$ cat config.mk
export PLATFORM = sky130hd
export DESIGN_NAME = sampler_control
export DESIGN_NICKNAME = d
export VERILOG_FILES = /design/src/logic/sampler_pkg.sv /design/src/logic/sampler_control.sv
export VERILOG_INCLUDE_DIRS = /design/src /design/src/logic
export SDC_FILE = /design/constraint.sdc
export NUM_CORES = 1
export LEC_CHECK = 0
export ABC_CLOCK_PERIOD_IN_PS = 3600
export BUFFER_PORTS_ARGS = -buffer_cell sky130_fd_sc_hd__buf_2
export CAP_MARGIN = 20
export CORE_MARGIN = 5
export CORE_UTILIZATION = 35
export DETAILED_ROUTE_END_ITERATION = 8
export GPL_TIMING_DRIVEN = 0
export SLEW_MARGIN = 25
export SYNTH_ARGS = -nofsm -noshare
export SYNTH_HDL_FRONTEND = slang
export SYNTH_SLANG_ARGS = --single-unit
$ cat constraint.sdc
create_clock -name CLK -period 3.6 [get_ports CLK]
set_input_delay 0.36 -clock CLK [delete_from_list [all_inputs] [get_ports CLK]]
set_output_delay 0.36 -clock CLK [all_outputs]
set_load 0.03 [all_outputs]
$ cat src/logic/sampler_defines.svh
`ifndef SAMPLER_DEFINES_SVH
`define SAMPLER_DEFINES_SVH

// ----------------------------------------
// Error vector geometry
// ----------------------------------------
// Bits per bank, one bank per half of e
`define R_BITS 12323
// Full error vector, both halves
`define N_BITS 24646
// Low bits of each random word taken as candidate
`define POS_WIDTH 15

// ----------------------------------------
// Bank RAM shape
// ----------------------------------------
`define ADDR_WIDTH 9
`define WORD_WIDTH 32

// Distinct positions to set before the run ends
`define ERROR_WEIGHT 134
`define WEIGHT_WIDTH 8

// ----------------------------------------
// Keccak message and digest layout
// ----------------------------------------
`define SEED_WIDTH 256
`define STATE_WIDTH 1600
`define DIGEST_WIDTH 1088
`define WORDS_PER_DIGEST 34
`define WORD_IDX_WIDTH 6

`endif
$ cat src/logic/sampler_pkg.sv
`default_nettype none

package sampler_pkg;

    // Sampler control states
    typedef enum logic [2:0] {
        ST_IDLE,
        ST_KECCAK_START,
        ST_KECCAK_NEXT,
        ST_KECCAK_WAIT,
        ST_READ,
        ST_WRITE,
        ST_DONE
    } sampler_state_t;

    // Target half of the error vector
    typedef enum logic {
        BANK_E0,
        BANK_E1
    } bank_t;

endpackage

`default_nettype wire

$ cat src/logic/sampler_control.sv
`timescale 1ns/1ps
`default_nettype none

`include "sampler_defines.svh"

module sampler_control import sampler_pkg::*; (
    input  wire logic                       CLK,
    input  wire logic                       RESETN,
    input  wire logic                       enable,
    input  wire logic                       keccak_done,
    input  wire logic                       weight_reached,
    output logic                            keccak_init,
    output logic                            keccak_enable,
    output logic                            capture,
    output logic      [`WORD_IDX_WIDTH-1:0] word_idx,
    output logic                            load,
    output logic                            read_en,
    output logic                            write_en,
    output logic                            clear,
    output logic                            done
);

    sampler_state_t state;
    sampler_state_t state_next;
    // Digest sits in the buffer, first word not yet decoded
    logic           digest_ready;
    // Word counter has run past the last word
    logic           words_used;

    assign words_used = (word_idx == `WORD_IDX_WIDTH'(`WORDS_PER_DIGEST));

    // ----------------------------------------
    // Next state
    // ----------------------------------------
    always_comb begin
        state_next = state;
        case (state)
            ST_IDLE: begin
                if (enable) begin
                    state_next = ST_KECCAK_START;
                end
            end
            // Both requests are single-cycle strobes
            ST_KECCAK_START, ST_KECCAK_NEXT: begin
                state_next = ST_KECCAK_WAIT;
            end
            ST_KECCAK_WAIT: begin
                if (digest_ready) begin
                    state_next = ST_READ;
                end
            end
            ST_READ: begin
                state_next = ST_WRITE;
            end
            ST_WRITE: begin
                if (weight_reached) begin
                    state_next = ST_DONE;
                end else if (words_used) begin
                    state_next = ST_KECCAK_NEXT;
                end else begin
                    state_next = ST_READ;
                end
            end
            // Held until reset
            ST_DONE: begin
                state_next = ST_DONE;
            end
            default: begin
                state_next = ST_IDLE;
            end
        endcase
    end

    // ----------------------------------------
    // State and counters
    // ----------------------------------------
    always_ff @(posedge CLK) begin
        if (!RESETN) begin
            state        <= ST_IDLE;
            word_idx     <= '0;
            digest_ready <= 1'b0;
        end else begin
            state <= state_next;
            if (capture) begin
                digest_ready <= 1'b1;
            end else if (load) begin
                digest_ready <= 1'b0;
            end
            // Restart at word 0 with every digest request
            if (keccak_enable) begin
                word_idx <= '0;
            end else if (read_en) begin
                // Points at the next word during write
                word_idx <= word_idx + 1'b1;
            end
        end
    end

    // ----------------------------------------
    // Outputs
    // ----------------------------------------
    assign keccak_init   = (state == ST_KECCAK_START);
    assign keccak_enable = (state == ST_KECCAK_START) || (state == ST_KECCAK_NEXT);
    assign capture       = (state == ST_KECCAK_WAIT) && !digest_ready && keccak_done;
    // First word after capture, later words overlap the write
    assign load = ((state == ST_KECCAK_WAIT) && digest_ready)
               || ((state == ST_WRITE) && !weight_reached && !words_used);
    assign read_en  = (state == ST_READ);
    assign write_en = (state == ST_WRITE);
    // Fresh weight count per run
    assign clear    = (state == ST_IDLE) && enable;
    assign done     = (state == ST_DONE);

endmodule

`default_nettype wire

* After elaboration in Yosys (flattened, before gate mapping)
Cells that the tools add are included.
** Cells by class
- Muxes and demuxes :: 7
- Reductions and logical operators :: 16
- Eq/ne operators :: 9
- Add/sub/neg operators :: 1
- Bitwise gates (word level) :: 1
** Operators by type and width (count)
- $pmux 3 s6 :: 1
- $mux 3 :: 4
- $eq 3x3->1 const B :: 3
- $add 6x1->6 const B :: 1
- $eq 3x2->1 const B :: 2
- $eq 6x6->1 const B :: 1
- $logic_and 1x1->1 :: 6
- $ne 2x2->1 const B :: 2
- $reduce_or 2->1 :: 2
- $eq 3x1->1 const B :: 1
- $logic_not 1->1 :: 3
- $logic_not 3->1 :: 1
- $logic_or 1x1->1 :: 2
- $mux 1 :: 2
- $reduce_and 2->1 :: 1
- $reduce_bool 2->1 :: 1
- $not 1->1 :: 1
** Storage, ports and cells
- Output and inout bits :: 14
- Register bits :: 10
- Bits of input ports :: 5

* Longest topological paths before layout
- Depth in word-level cells :: 6
- Mapped depth :: 6
- Mapped depth without buffers :: 6

* Least setup slack after synthesis
No wires, ideal clock.
- Path kind :: register -> output
- Start point :: register word_idx[0]
- End point :: output port load
- Required time :: 3.240 ns
- Arrival :: 1.782 ns
- Buffers on the path :: 0
- Setup slack :: 1.458 ns
- Stages on the path, launching flop included :: 7
- Cells stage by stage :: dfxtp_1 -> inv_1 -> ha_1 -> nor2b_1 -> a31oi_1 -> nand3b_1 -> a21oi_1
** On the way
- Cells in the longest elaborated chain, start to end :: 4
** RTL lines
- start, declared :: line sampler_control.sv:15 : output logic [`WORD_IDX_WIDTH-1:0] word_idx,
- start signal, assigned :: line sampler_control.sv:94 : word_idx <= word_idx + 1'b1;
- $eq 6x6->1 :: line sampler_control.sv:30 : assign words_used = (word_idx == `WORD_IDX_WIDTH'(`WORDS_PER_DIGEST));
- $logic_not 1->1 :: line sampler_control.sv:107 : || ((state == ST_WRITE) && !weight_reached && !words_used);
- $logic_and 1x1->1 :: line sampler_control.sv:107
- $logic_or 1x1->1 :: line sampler_control.sv:107
- end, declared :: line sampler_control.sv:16 : output logic load,
No other way between the ends.

* Worst setup path after layout
Same ends and word-level chain as after synthesis.

==> impl_metrics.yaml <==
die:
  die_w_um: 51.0
  start_util_pct: 38.1
  ios: 19
  rows: 14
  core_um2: 1540
  die_area_um2: 2600
  die_h_um: 51.0
layout:
  multiInputGateArea_um2: 358
  area_growth_syn_to_layout_pct: 22.6
  nets: 97
  drive_above_1_share_pct: 31.8
  diodes: 0
  fillCellCount: 167
  ff_latch_area_um2: 200
  post-route-util_pct: 46.8
cts:
  clk_latency_ns: 0.26
  ctsHoldBuffers: 0
  post_cts_buffers: 0
  cts_buffer_depth: 2
  cts-root-buf: "clkbuf_4"
  clkTransAtPathRegs_ns: 0.06
  cts_tree: "done"
  cts.sinks: 10
  cts-buffers-inserted: 3
  htree_levels: 1
  cts_resized: 0
detailed_routing:
  via_per_inst: 5.21
  num_vias: 542
  drtIter0Drc: 12
  ant_nets: 0
  drt-total-wl_mm: 1.33
  post_drt_wl_per_cell_um: 12.8
  first_pass_iters: 4
  route.detailed.drc: 0
setup_path:
  cp_slowest_cell: "dfxtp_1"
  crit_required_ns: 3.24
  crit_buf_inv: 2
  critPathArrivalTime_ns: 1.86
  cpLargestDelayFamily: "flip-flops"
  crit_type: "reg2out"
  endpoint_kind: "output port"
  crit_fanout: 6
  start_kind: "register"
  critPathMaxStageDelay_ns: 0.44
  path_cells: "inv_1 > ha_1 > nor2b_1 > a31oi_1 > nand3b_1 > a21oi_1 > buf_2"
power_and_ir_drop:
  power_density_nw_per_um2: 328
  clkPwrFrac_pct: 31.1
  p_leak_nw: 0.338
  intPower_mw: 0.170
  p_seq_share_pct: 49.1
  p_switching_mw: 0.0665
  comb_power_share_pct: 19.9
  p_sw_share_pct: 28.1
  total_power_mw: 0.236
  ir_drop_mv: 0.157
global_route:
  antenna_found_initial: 0
  grt_max_degree: 11
  grt_usage_pct: 10.5
  grt_overflow: 0
  grt_pass1_vias: 511
  grt_pass1_wl_mm: 2.13
synth:
  synth_seq_cells: 10
  syn_area_um2: 588
  ys_types: 32
  synth-main-ff-cell: "dfxtp_1"
  ys_seq_area_share_pct: 34.0
  syn_inst: 67
  avgSynthCellArea_um2: 8.78
  yosys_warnings: 0
  async_reset_ff_share_pct: 0
  synth-edff-count: 0
  synth_nets: 74
timing:
  slew_headroom_pct: 75.4
  max_freq_mhz: 451
  finalClockSkew_ns: 0.00316
  hold_violations: 0
  rsz0062_at_grt: "no"
  period_needed_ns: 2.22
  timing.hold.ws_ns: 0.367
  tightest_slew_ns: 0.364
  period_share_pct: 61.6
  finalSetupViolCount: 0
  maxSlewViolCount: 0
  tns_ns: 0
placement:
  dpl.hpwl_um: 974
  numPortBuffers: 18
  gp_congestion: 0.749
run_status:
  status: "finished clean"
worst_hold_path:
  min-delay-path-class: "in2reg"
flow_run:
  maxCapViolCount: 0
## per-stage QoR
step	instances	cell area, µm²	setup WS (ns)
after floorplan	67	588	1.46
after global placement	101	698	1.70
after detailed placement	101	698	1.65
after CTS	104	721	1.34
after global routing	104	721	1.22
final	104	721	1.38
## worst register-to-register path: cells and delay by family (launching register included)
family	cells	cell delay (ns)
buffers and inverters	1	0.07
adder cells (fa/ha/maj)	1	0.20
flip-flops	1	0.44
AO/OA/AOI/OAI	3	0.56
AND/OR/NAND/NOR	1	0.15
## cells in the mapped netlist (all sizes together) (2+ instances only)
cell / instances / area [µm²]
dfxtp: 10 / 200
nand4: 3 / 18.8
xor2: 4 / 35.0
ha: 2 / 25.0
nor4b: 2 / 17.5
a21o: 2 / 15.0
and3: 2 / 13.8
inv: 2 / 7.51
nor2: 8 / 30.0
buf: 2 / 18.8
nor2b: 2 / 12.5
nand2b: 4 / 27.5
a21oi: 6 / 30.0
nand2: 3 / 11.3
## final timing paths
check / startpoint / endpoint / slack [ns] / cells after the start
setup / recovery: word_idx[0] / load / 1.38 / 7
hold / removal: RESETN / digest_ready / 0.37 / 2
setup reg to reg: word_idx[0] / digest_ready / 2.08 / 6
hold reg to reg: word_idx[5] / word_idx[5] / 0.57 / 2
## cell families after synthesis
logic type | synth area share [%]
adders and majority gates | 4.25
muxes | 1.91
buffers and inverters | 5.11
DFF | 34.0
AOI/OAI and AO/OA | 17.0
and+or+nand+nor | 30.2
xor gates and xnor gates | 7.45
## layout by cell type (no fill, tap or decap)
master / n
nand2b_2: 1
o22ai_1: 1
nor4b_1: 2
buf_6: 1
and2b_2: 1
and3_1: 1
xor2_1: 4
nor2_1: 8
dfxtp_1: 10
clkbuf_4: 3
a211oi_1: 1
a21oi_1: 6
nand2_1: 3
nand3_1: 1
a21o_1: 2
buf_4: 1
ha_1: 2
nor3b_4: 1
nand2b_1: 3
o41ai_1: 1
buf_2: 18
nor2b_1: 2
xnor2_1: 1
nand4_1: 3
and3_2: 1
nand3b_1: 1
mux2_2: 1
o211ai_1: 1
clkbuf_1: 1
a221oi_1: 1
and2_1: 1
inv_1: 2
o311a_1: 1
a31oi_1: 1
## sequential cells by signal, summed over array words and instances, names as in the netlist
signal,flops
word_idx,6
state,3
digest_ready,1
## power groups by stage
stage               Combinational (mW)  Sequential, mW  Clock [mW]
detailed placement              0.0473           0.118           0
global placement                0.0472           0.118           0
global route                    0.0513           0.116      0.0825
CTS                             0.0475           0.116      0.0779
floorplan                       0.0354           0.118           0
finish                          0.0470           0.116      0.0735
## per-layer routing
layer	share of wire [%]	track usage [%]
met2	46	15.9
met4	0	5.11
met5	0	0
met3	7.4	4.07
met1	47	13.0
## final cells by class
cell class | count | share of cell area (%)
well taps | 16 | 2.78
inverters | 2 | 1.04
flip-flops and latches | 10 | 27.8
clock buffers | 3 | 3.13
plain buffers | 3 | 3.13
repair buffers | 18 | 12.5
multi-input cells | 52 | 49.7
(Power assumes the default switching activity.)
