## src/logic/sampler_defines.svh

```systemverilog
`ifndef SAMPLER_DEFINES_SVH
`define SAMPLER_DEFINES_SVH

// ----------------------------------------
// Error vector geometry
// ----------------------------------------
// Bits per bank, one bank per half of e
`define R_BITS 12323
// Full error vector, both halves
`define N_BITS 24646
// Low bits of each random word taken as candidate
`define POS_WIDTH 15

// ----------------------------------------
// Bank RAM shape
// ----------------------------------------
`define ADDR_WIDTH 9
`define WORD_WIDTH 32

// Distinct positions to set before the run ends
`define ERROR_WEIGHT 134
`define WEIGHT_WIDTH 8

// ----------------------------------------
// Keccak message and digest layout
// ----------------------------------------
`define SEED_WIDTH 256
`define STATE_WIDTH 1600
`define DIGEST_WIDTH 1088
`define WORDS_PER_DIGEST 34
`define WORD_IDX_WIDTH 6

`endif
```

## src/logic/sampler_pkg.sv

```systemverilog
`default_nettype none

package sampler_pkg;

    // Sampler control states
    typedef enum logic [2:0] {
        ST_IDLE,
        ST_KECCAK_START,
        ST_KECCAK_NEXT,
        ST_KECCAK_WAIT,
        ST_READ,
        ST_WRITE,
        ST_DONE
    } sampler_state_t;

    // Target half of the error vector
    typedef enum logic {
        BANK_E0,
        BANK_E1
    } bank_t;

endpackage

`default_nettype wire

```

## src/logic/position_decode.sv

```systemverilog
`timescale 1ns/1ps
`default_nettype none

`include "sampler_defines.svh"

module position_decode import sampler_pkg::*; (
    input  wire logic                   CLK,
    input  wire logic                   RESETN,
    input  wire logic                   load,
    input  wire logic [`WORD_WIDTH-1:0] rand_word,
    output logic                        pos_valid,
    output bank_t                       bank,
    output logic      [`ADDR_WIDTH-1:0] word_addr,
    output logic      [`WORD_WIDTH-1:0] bit_mask
);

    logic [`POS_WIDTH-1:0] pos;
    // Position inside the selected bank
    logic [`POS_WIDTH-1:0] pos_local;
    logic                  in_range;
    logic                  upper;

    // ----------------------------------------
    // Candidate decode
    // ----------------------------------------
    assign pos      = rand_word[`POS_WIDTH-1:0];
    // Rejection sampling against n
    assign in_range = (pos < `POS_WIDTH'(`N_BITS));
    // Second half of e lives in bank 1
    assign upper    = (pos >= `POS_WIDTH'(`R_BITS));
    assign pos_local = upper ? pos - `POS_WIDTH'(`R_BITS) : pos;

    // Control part of the decode
    always_ff @(posedge CLK) begin
        if (!RESETN) begin
            pos_valid <= 1'b0;
            bank      <= BANK_E0;
        end else if (load) begin
            pos_valid <= in_range;
            bank      <= upper ? BANK_E1 : BANK_E0;
        end
    end

    // Word address and one-hot bit within it
    always_ff @(posedge CLK) begin
        if (load) begin
            word_addr <= pos_local[`ADDR_WIDTH+4:5];
            bit_mask  <= `WORD_WIDTH'(1) << pos_local[4:0];
        end
    end

endmodule

`default_nettype wire

```

## config.mk

```make
export PLATFORM = sky130hd
export DESIGN_NAME = position_decode
export DESIGN_NICKNAME = d
export VERILOG_FILES = /design/src/logic/sampler_pkg.sv /design/src/logic/position_decode.sv
export VERILOG_INCLUDE_DIRS = /design/src /design/src/logic
export SDC_FILE = /design/constraint.sdc
export NUM_CORES = 1
export LEC_CHECK = 0
export BUFFER_PORTS_ARGS = -buffer_cell sky130_fd_sc_hd__buf_2
export CORE_ASPECT_RATIO = 0.5
export CORE_MARGIN = 5
export CORE_UTILIZATION = 40
export DETAILED_ROUTE_END_ITERATION = 10
export HOLD_SLACK_MARGIN = 0.06
export PLACE_DENSITY = 0.69
export SLEW_MARGIN = 20
export SYNTH_ARGS = -nofsm -noshare
export SYNTH_HDL_FRONTEND = slang
export SYNTH_SLANG_ARGS = --single-unit
```

## constraint.sdc

```tcl
create_clock -name CLK -period 2.5 [get_ports CLK]
set_input_delay 0.5 -clock CLK [delete_from_list [all_inputs] [get_ports CLK]]
set_output_delay 0.5 -clock CLK [all_outputs]
set_load 0.05 [all_outputs]
```

## Word-level counts from Yosys, hierarchy flattened

Cells that the tools add are included.

- Bits in registers: 43
- Output and inout port bits: 43
- Word-level logic and storage cells: 10

- Add/sub/neg operators: 1
- $lt $le $gt $ge: 2
- Shifts and indexed selects: 1
- Muxes and demuxes: 2

Operator list:

| cell | number |
|---|---|
| 1-bit by 5-bit << shifter with 32-bit output, first input constant | 1 |
| 15-bit by 14-bit greater-or-equal comparator with 1-bit output, second input constant | 1 |
| 15-bit < comparator, second input constant | 1 |
| 14-bit two-way mux | 1 |
| 14-bit subtractor, second input constant | 1 |
| 1-bit two-way mux | 1 |

## Depth between registers and ports, before layout

Gate-level depths: netlist of run 1.

- Word-level depth: 3
- Depth in mapped cells: 8
- Mapped depth without buffers: 7

## Least setup slack after synthesis of run 1

Ideal clock, no wire load.

- Kind: in2reg
- From: in rand_word[10]
- To: reg bit_mask[24], data pin
- Setup time: 269 ps
- Data arrival time: 2179 ps
- Setup slack: 53 ps
- Stages on the path: 7
- Path through: or4_1 -> buf_2 -> a2111o_1 -> nand3_2 -> a21oi_2 -> a311oi_4 -> nor2_1

- Word-level cells in the longest chain between the ends: 3

RTL lines:

| item | line | source |
|---|---|---|
| start: declaration | position_decode.sv:10 | `` input wire logic [`WORD_WIDTH-1:0] rand_word, `` |
| 15-bit by 14-bit greater-or-equal comparator with 1-bit output | position_decode.sv:30 | `` assign upper = (pos >= `POS_WIDTH'(`R_BITS)); `` |
| 14-bit two-way mux | position_decode.sv:31 | `` assign pos_local = upper ? pos - `POS_WIDTH'(`R_BITS) : pos; `` |
| 1-bit by 5-bit << shifter with 32-bit output (no line) | n/a |  |
| end signal: assignment | position_decode.sv:48 | `` bit_mask <= `WORD_WIDTH'(1) << pos_local[4:0]; `` |
| end: declaration | position_decode.sv:14 | `` output logic [`WORD_WIDTH-1:0] bit_mask `` |

Every way passes these cells.
A chain may end at the register's enable or synchronous reset.

## Final worst setup path of run 1

- From: in rand_word[10]
- To: reg bit_mask[25], data pin

Same word-level chain as after synthesis.

==> results of run 1 <==
[flip-flops by register name, summed over array words and instances (netlist names)]
register and flops:
word_addr 9, bank 1, bit_mask 32, pos_valid 1
[how the worst min path moves through the flow]
stage | from | slack [ns] | depth (start not counted) | to
after global placement | bank$_SDFFE_PN0P_ | 0.51 | 2 | bank$_SDFFE_PN0P_
after floorplan | load | 0.61 | 0 | bit_mask[0]$_SDFFCE_PP0P_
after CTS | RESETN | 0.42 | 2 | bank$_SDFFE_PN0P_
after detailed placement | bank$_SDFFE_PN0P_ | 0.51 | 2 | bank$_SDFFE_PN0P_
final | RESETN | 0.41 | 2 | bank$_SDFFE_PN0P_
after global routing | RESETN | 0.43 | 2 | bank$_SDFFE_PN0P_
[cells by family (layout without fill, tap and decap cells)]
group | count (synthesis) | in the layout
AO/OA/AOI/OAI | 37 | 37
XOR/XNOR | 11 | 11
adder cells (fa/ha/maj) | 1 | 1
buffers and inverters | 12 | 103
flip-flops | 43 | 43
multiplexers | 2 | 2
AND/OR/NAND/NOR | 87 | 87
[final cells by class]
type                            instances  share of cell area, %
Clock buffer                            6                  2.521
Clock inverter                          2                 0.4346
Inverter                                1                 0.1304
Multi-Input combinational cell        138                  29.12
Sequential cell                        43                  44.15
Tap cell                               70                  3.042
Timing Repair Buffer                   94                  20.60
[per-stage QoR]
stage          hold slack [ns]  setup TNS (ns)  cell area [µm²]  setup WS [ns]
2_1_floorplan           0.6125               0             2168        0.05276
3_3_place_gp            0.5083          -2.952             2794        -0.1305
3_5_place_dp            0.5112          -3.324             2794        -0.1497
4_1_cts                 0.4167               0             2879         0.1630
5_1_grt                 0.4250               0             2879       0.005890
6_report                0.4149               0             2879         0.1299
[where the power goes]
part,switching [mW],internal (mW)
clock network,0.245,0.195
logic,0.350,0.144
registers,0.0123,0.850
total,0.608,1.19
[cell usage after synthesis (2+ instances only)]
cell and n:
edfxtp_1 41, nor2_1 38, nand2_1 16, nor3_1 11
o21ai_0 9, xnor2_1 6, clkbuf_1 5, xor2_1 5
nand3_1 4, o22ai_1 4, a211oi_1 3, a21oi_1 3
buf_2 3, nand2b_1 3, a2111o_1 2, a211o_1 2
a311oi_1 2, dfxtp_1 2, nor2b_1 2, o21ai_1 2
or3_1 2
[layer usage]
| metal | track usage [%] | up-vias | share of wire, % | routed length (µm) |
|---|---|---|---|---|
| met3 | 3.965 | 12 | 7.5 | 384 |
| li1 | - | 893 | - | - |
| met1 | 18.58 | 837 | 43 | 2211 |
| met4 | 7.107 | 0 | 2.0 | 102 |
| met2 | 26.62 | 61 | 47 | 2391 |
| met5 | 0 | - | 0 | 0 |
[worst register-to-register path, cell delays in order, from the launching register on]
cell     delay (ns)
dfxtp_1        0.32
o21ai_0        0.15
a41oi_1        0.06
==> flow_summary.yaml, run 1 <==
drt:
  vias_per_cell: 5.093
  vias: 1803
  dr.pass1.iters: 4
  drt_iter0_drc: 91
  routedWlPerCell_um: 14.38
  routed_wl_um: 5089
  antenna_left: 0
  drc: 0
setup_path:
  cp_slowest_cell: "or4_1"
  path_class: "input port to register"
  critPathCaptureType: "register"
  critPathMaxFanout: 5
  critPathLaunchType: "input port"
  crit_chain: "buf_2, or4_1, nor3_1, nand4_1, a211oi_1, o21ai_0, nor2_1"
  cp.arrival_ns: 2.52
  crit_family: "simple AND/OR/NAND/NOR gates"
  r2r_slack_ns: 1.83
  endpoint: "bit_mask[25]$_SDFFCE_PN0P_"
  cp.depth: 7
  reg2reg_to: "pos_valid$_SDFFE_PN0P_"
  worstPathRequired_ns: 2.65
  cp_num_buf_inv: 1
  crit_start: "rand_word[10]"
  critPathMaxStageDelay_ns: 0.61
  reg2reg_from: "pos_valid$_SDFFE_PN0P_"
  ff2ff_path_depth: 2
placed_design:
  post-dp-hpwl_um: 3741
  gp_congestion: 0.8543
  port_buffers: 60
  dp.cells: 346
logic_synthesis:
  synthCells: 193
  syn_area_mm2: 0.002168
  synth_top_family_by_area: "simple AND/OR/NAND/NOR gates"
  syn_area_per_cell_um2: 11.23
  yosysTopAreaCellShare_pct: 56.78
  synth-seq-cells: 43
  synth_cell_type_count: 49
  ys_top_cells_by_area: "edfxtp_1, nor2_1, nand2_1, nor3_1, xnor2_1"
  synth_fp_nets: 229
  synth_flop_cell: "edfxtp_1"
  yosysSeqAreaShare_pct: 58.63
  synth-xor-area-share_pct: 4.443
  synth_edf_count: 41
  yosys_warnings: 0
  synth_compound_area_share_pct: 13.68
  synthSimpleGateAreaFrac_pct: 18.98
  yosys-mux-area-fraction_pct: 0.9810
  synthAdderAreaFrac_pct: 0.5770
  synth_largest_area_cell: "edfxtp_1"
  async_flop_share_pct: 0
cells_and_area:
  fin_util_pct: 56.56
  seqCellArea_mm2: 0.001271
  fillCellCount: 457
  antenna_cells: 0
  layout-drive-gt1-share_pct: 39.44
  area_growth_syn_to_layout_pct: 32.78
  final_common_cell: "buf_2"
  num-nets-final: 319
  final_cell_mix: "buf_2, edfxtp_1, nor2_1"
  layout.cells.non_filler: 354
  multi_input_area_um2: 838.3
timing:
  post-route-period-util_pct: 94.80
  rsz0062_at_grt: "no"
  slew-limit-headroom_pct: 63.94
  clock_skew_ns: 0
  fmax_ghz: 0.4219
  hold_viol: 0
  finalSetupViolCount: 0
  final_max_slew_viol_count: 0
  worst_pin_slew_ns: 0.5408
  period_needed_ns: 2.370
clocking:
  clock-sinks: 43
  cts_hold_buf: 0
  clk_pin_slew_ns: 0.09
  cts_root_buf: "clkbuf_8"
  insertion_delay_ns: 0.31
  ctsLongestPathBuffers: 2
  numCtsBuffers: 5
  htreeDepth: 2
  cts_resized: 0
  cts_tree: "yes"
  post-cts-setup-buffer-count: 0
floorplan:
  die_y_um: 62.06
  core_area_mm2: 0.005090
  die_w_um: 114.1
  die_area_mm2: 0.007083
  initial_core_util_pct: 42.60
  row_count: 18
  pin_count: 78
flow_run:
  drv_cap: 0
power_and_ir_drop:
  power.density_mw_per_mm2: 624.0
  leakagePower_nw: 1.131
  power_mw: 1.796
  ir_worst_vdd_v: 0.0003438
grt:
  gr-total-overflow: 0
  grt_pass1_vias: 1813
  grt_pass1_wl_um: 8314
  antenna_found_initial: 0
  grt_util_all_layers_pct: 15.33
  grt_max_degree: 45
hold_path:
  hold_path_class: "input port to register"
run_status:
  status: "completed"
(Power assumes the default switching activity.)
==> inputs of run 2 (changes only) <==
--- a/config.mk
+++ b/config.mk
@@ -9,3 +9,3 @@
 export BUFFER_PORTS_ARGS = -buffer_cell sky130_fd_sc_hd__buf_2
-export CORE_ASPECT_RATIO = 0.5
+export CORE_ASPECT_RATIO = 1.5
 export CORE_MARGIN = 5
@@ -14,3 +14,3 @@
 export HOLD_SLACK_MARGIN = 0.06
-export PLACE_DENSITY = 0.69
+export PLACE_DENSITY = 0.67
 export SLEW_MARGIN = 20
==> constraint.sdc (replaced) <==
create_clock -name CLK -period 2.6 [get_ports CLK]
set_input_delay 0.78 -clock CLK [delete_from_list [all_inputs] [get_ports CLK]]
set_output_delay 0.78 -clock CLK [all_outputs]
set_load 0.05 [all_outputs]
==> run 2 against run 1 <==
Register-to-register slack improved by 0.07 ns. Worst setup slack got worse by 0.024 ns. Die area fell by 0.83%. Clock skew did not move. Total power decreased by 2.7%. Hold slack gained 0.12 ns. Non-clock buffer count rose by 13. Final cell count rose by 3.1%. Critical path type unchanged.
==> flow_summary.yaml, run 2 (synthesis gave the netlist of run 1 again) <==
cells_and_area:
  final_cell_mix: "buf_2, buf_4, edfxtp_1"
  num-nets-final: 332
  reg_top3: "bit_mask x32, word_addr x9"
  largest-register: "bit_mask"
  antenna_cells: 0
  area_growth_syn_to_layout_pct: 38.37
  layout-drive-gt1-share_pct: 45.45
  largest_register_ffs: 32
  final_common_cell: "buf_2"
power_and_ir_drop:
  ir_worst_vdd_v: 0.0002475
  power.density_mw_per_mm2: 582.4
  leakagePower_nw: 1.194
placed_design:
  gp_congestion: 0.8197
  port_buffers: 60
  post-dp-hpwl_um: 3696
  dpl_worst_slack_ns: -0.3135
timing:
  worst_pin_slew_ns: 0.5267
  period_needed_ns: 2.494
  hold_viol: 0
  fmax_ghz: 0.4009
  final_max_slew_viol_count: 0
  clock_skew_ns: 0
  finalSetupViolCount: 0
  rsz0062_at_grt: "no"
  slew-limit-headroom_pct: 64.89
  setup_tns_ns: 0
  worst_slack_ns: 0.1056
  post-route-period-util_pct: 95.94
setup_path:
  critPathCaptureType: "register"
  crit_start: "rand_word[10]"
  reg2reg_from: "pos_valid$_SDFFE_PN0P_"
  endpoint: "bit_mask[0]$_SDFFCE_PP0P_"
  reg2reg_to: "pos_valid$_SDFFE_PN0P_"
  worstPathRequired_ns: 2.65
  path_class: "input port to register"
  ff2ff_path_depth: 2
  critPathMaxFanout: 8
  r2r_slack_ns: 1.90
  critPathLaunchType: "input port"
  cp.arrival_ns: 2.54
clocking:
  numCtsBuffers: 5
  clk_pin_slew_ns: 0.08
  insertion_delay_ns: 0.30
  cts_tree: "yes"
  ctsLongestPathBuffers: 2
  cts_root_buf: "clkbuf_8"
  clock-sinks: 43
  post-cts-setup-buffer-count: 0
  htreeDepth: 2
grt:
  grtUsageMet2_pct: 26.58
  gr-total-overflow: 0
  grt_use_met3_pct: 2.806
  gr-max-usage-layer: "met2"
  grt_pass1_vias: 1754
  grt_max_degree: 45
  grt_pass1_wl_um: 8217
  met1_usage_pct: 16.67
  antenna_found_initial: 0
  grt_util_all_layers_pct: 14.80
drt:
  routed_wl_um: 4938
  drc: 0
  routedWlPerCell_um: 13.53
  vias: 1815
  drt_iter0_drc: 72
  vias_per_cell: 4.973
  antenna_left: 0
  dr.pass1.iters: 4
run_status:
  status: "completed"
floorplan:
  pin_count: 78
  initial_core_util_pct: 41.66
  die_w_um: 70.12
  die_y_um: 100.2
  core_area_mm2: 0.005205
  die_area_mm2: 0.007024
  row_count: 32
flow_run:
  drv_cap: 0
hold_path:
  hold_path_class: "register to register"
==> run 2: how the worst min path moves through the flow <==
stage	start	cells after the start	endpoint	slack, ns
3_3_place_gp	bank$_SDFFE_PN0P_	2	bank$_SDFFE_PN0P_	0.52
4_1_cts	bank$_SDFFE_PN0P_	2	bank$_SDFFE_PN0P_	0.54
5_1_grt	bank$_SDFFE_PN0P_	2	bank$_SDFFE_PN0P_	0.58
6_report	bank$_SDFFE_PN0P_	2	bank$_SDFFE_PN0P_	0.53
2_1_floorplan	bank$_SDFFE_PN0P_	2	bank$_SDFFE_PN0P_	0.74
3_5_place_dp	bank$_SDFFE_PN0P_	2	bank$_SDFFE_PN0P_	0.52
==> run 2: worst max-delay path, stage by stage <==
cell and delay [ns]:
buf_2 0.11, or4_4 0.58, a211o_1 0.33, nand2_2 0.19
nor3_1 0.11, a211oi_4 0.23, buf_4 0.17, nor2_1 0.04
==> run 2: cell type report <==
| class | count | area [µm²] |
|---|---|---|
| multi-input combinational | 138 | 882.1 |
| clock inverter | 3 | 23.77 |
| timing repair buffer | 107 | 665.6 |
| tap | 68 | 85.08 |
| clock buffer | 5 | 68.82 |
| fill | 475 | 2205 |
| sequential | 43 | 1271 |
| inverter | 1 | 3.754 |
==> run 2: metrics by stage <==
stage | hold slack (ns) | std cells | cell area, µm² | util [%] | total power, mW
floorplan | 0.7429 | 193 | 2198 | - | 1.167
global placement | 0.5151 | 357 | 2889 | 55.50 | 1.329
detailed placement | 0.5234 | 357 | 2889 | 55.50 | 1.333
CTS | 0.5369 | 365 | 2982 | 57.28 | 1.756
global route | 0.5806 | 365 | 3000 | 57.64 | 1.834
finish | 0.5336 | 365 | 3000 | 57.64 | 1.747
==> run 2: timing repair <==
item	CTS	global route
setup endpoints to repair	2	30
resized for setup	0	4
hold buffers	0	0
endpoints found under the hold margin	0	0
==> run 2: power by group <==
part           leakage, nW  switching (mW)  internal, mW  total (mW)
logic                0.744           0.342         0.149       0.490
registers            0.409          0.0109         0.817       0.828
clock network       0.0408           0.238         0.192       0.429
total                 1.19           0.590          1.16        1.75
==> run 2: per-layer routing <==
layer	wire length [µm]	vias to the layer above
met4	123	0
met5	0	-
met3	206	11
li1	-	914
met2	2721	35
met1	1887	855
==> inputs of run 3 (changes only) <==
BUFFER_PORTS_ARGS = unset   (was -buffer_cell sky130_fd_sc_hd__buf_2)
DONT_BUFFER_PORTS = 1   (was unset)
PLACE_DENSITY = unset   (was 0.67)
REMOVE_ABC_BUFFERS = 1   (was unset)
==> run 3 against run 2 <==
Sequential cell count unchanged. Hold slack improved by 0.068 ns. Combinational power fell by 66%.
==> flow_summary.yaml, run 3 (synthesis gave the netlist of run 1 again) <==
timing:
  fmax_ghz: 0.4075
  hold_viol: 0
  post-route-period-util_pct: 94.38
  period_needed_ns: 2.454
  slew-limit-headroom_pct: 66.34
  worst_pin_slew_ns: 0.5042
  finalSetupViolCount: 0
  clock_skew_ns: 0
  final_max_slew_viol_count: 0
  rsz0062_at_grt: "no"
grt:
  gr-total-overflow: 0
  grt_pass1_wl_um: 7431
  grt_util_all_layers_pct: 13.34
  antenna_found_initial: 0
  grt_pass1_vias: 1511
  grt_max_degree: 45
clocking:
  cts_root_buf: "clkbuf_8"
  clk_pin_slew_ns: 0.08
  cts_hold_buf: 0
  cts_resized: 0
  insertion_delay_ns: 0.28
  ctsLongestPathBuffers: 2
  cts_tree: "yes"
  post-cts-setup-buffer-count: 0
  numCtsBuffers: 5
  clock-sinks: 43
  htreeDepth: 2
setup_path:
  critPathLaunchType: "input port"
  critPathMaxStageDelay_ns: 0.56
  crit_family: "simple AND/OR/NAND/NOR gates"
  critPathCaptureType: "register"
  critPathMaxFanout: 8
  worstPathRequired_ns: 2.63
  cp_slowest_cell: "or4_4"
  crit_chain: "or4_4, a211o_1, nand2_2, nor3_1, a211oi_4, buf_4, nor2_1"
  cp_num_buf_inv: 1
  cp.arrival_ns: 2.49
  path_class: "input port to register"
drt:
  drt_iter0_drc: 48
  drc: 0
  routed_wl_um: 4662
  routedWlPerCell_um: 16.71
  vias: 1514
  vias_per_cell: 5.427
  antenna_left: 0
  dr.pass1.iters: 4
cells_and_area:
  final_area_mm2: 0.002462
  largest_register_ffs: 32
  reg_top3: "bit_mask x32, word_addr x9"
  fin_util_pct: 47.31
  num-nets-final: 246
  area_growth_syn_to_layout_pct: 13.56
  final_common_cell: "edfxtp_1"
  largest-register: "bit_mask"
  final_cell_mix: "edfxtp_1, nor2_1, buf_4"
  layout-drive-gt1-share_pct: 19.43
  antenna_cells: 0
  layout.cells.non_filler: 279
placed_design:
  port_buffers: 0
  dp.cells: 271
  post-dp-hpwl_um: 3503
  place_area_mm2: 0.002369
  gp_congestion: 0.8356
run_status:
  status: "completed"
floorplan:
  die_y_um: 100.2
  die_w_um: 70.12
  initial_core_util_pct: 41.66
  die_area_mm2: 0.007024
  pin_count: 78
  row_count: 32
  core_area_mm2: 0.005205
flow_run:
  drv_cap: 0
power_and_ir_drop:
  leakagePower_nw: 0.8229
  power_mw: 1.600
  power.density_mw_per_mm2: 649.7
  ir_worst_vdd_v: 0.0003039
hold_path:
  hold_path_class: "input port to register"
[run 3: routing by layer]
| layer | wire, µm | up-vias | track usage [%] |
|---|---|---|---|
| met3 | 220 | 2 | 4.709 |
| met5 | 0 | - | 0 |
| met2 | 2552 | 41 | 23.38 |
| met4 | 36 | 0 | 6.195 |
| met1 | 1853 | 728 | 14.29 |
| li1 | - | 743 | - |
[run 3: layout make-up]
cell class                 instances  area [µm²]
inverter                           1       3.754
multi-input combinational        138       847.1
timing repair buffer              21       170.2
clock buffer                       6       72.57
clock inverter                     2       12.51
tap                               68       85.08
fill                             515        2743
sequential                        43        1271
[run 3: metrics by stage]
| step | hold slack [ns] | setup WS (ns) | TNS (ns) |
|---|---|---|---|
| floorplan | 0.7429 | -0.1044 | -1.107 |
| global placement | 0.7736 | -0.2622 | -7.289 |
| detailed placement | 0.7850 | -0.2711 | -7.787 |
| CTS | 0.5887 | 0.02507 | 0 |
| global route | 0.5766 | 0.08165 | 0 |
| finish | 0.6013 | 0.1462 | 0 |
[run 3: path summary, 6_finish.rpt]
path | to | depth (start not counted) | from | slack (ns)
hold reg to reg | bank$_SDFFE_PN0P_ | 2 | bank$_SDFFE_PN0P_ | 0.79
setup reg to reg | pos_valid$_SDFFE_PN0P_ | 2 | pos_valid$_SDFFE_PN0P_ | 1.56
setup / recovery | bit_mask[6]$_SDFFCE_PP0P_ | 7 | rand_word[10] | 0.15
hold / removal | bit_mask[3]$_SDFFCE_PP0P_ | 0 | load | 0.60
[run 3: power by group]
group | switching, mW | internal (mW)
clock | 0.214 | 0.188
sequential | 0.208 | 0.823
combinational | 0.0885 | 0.0782
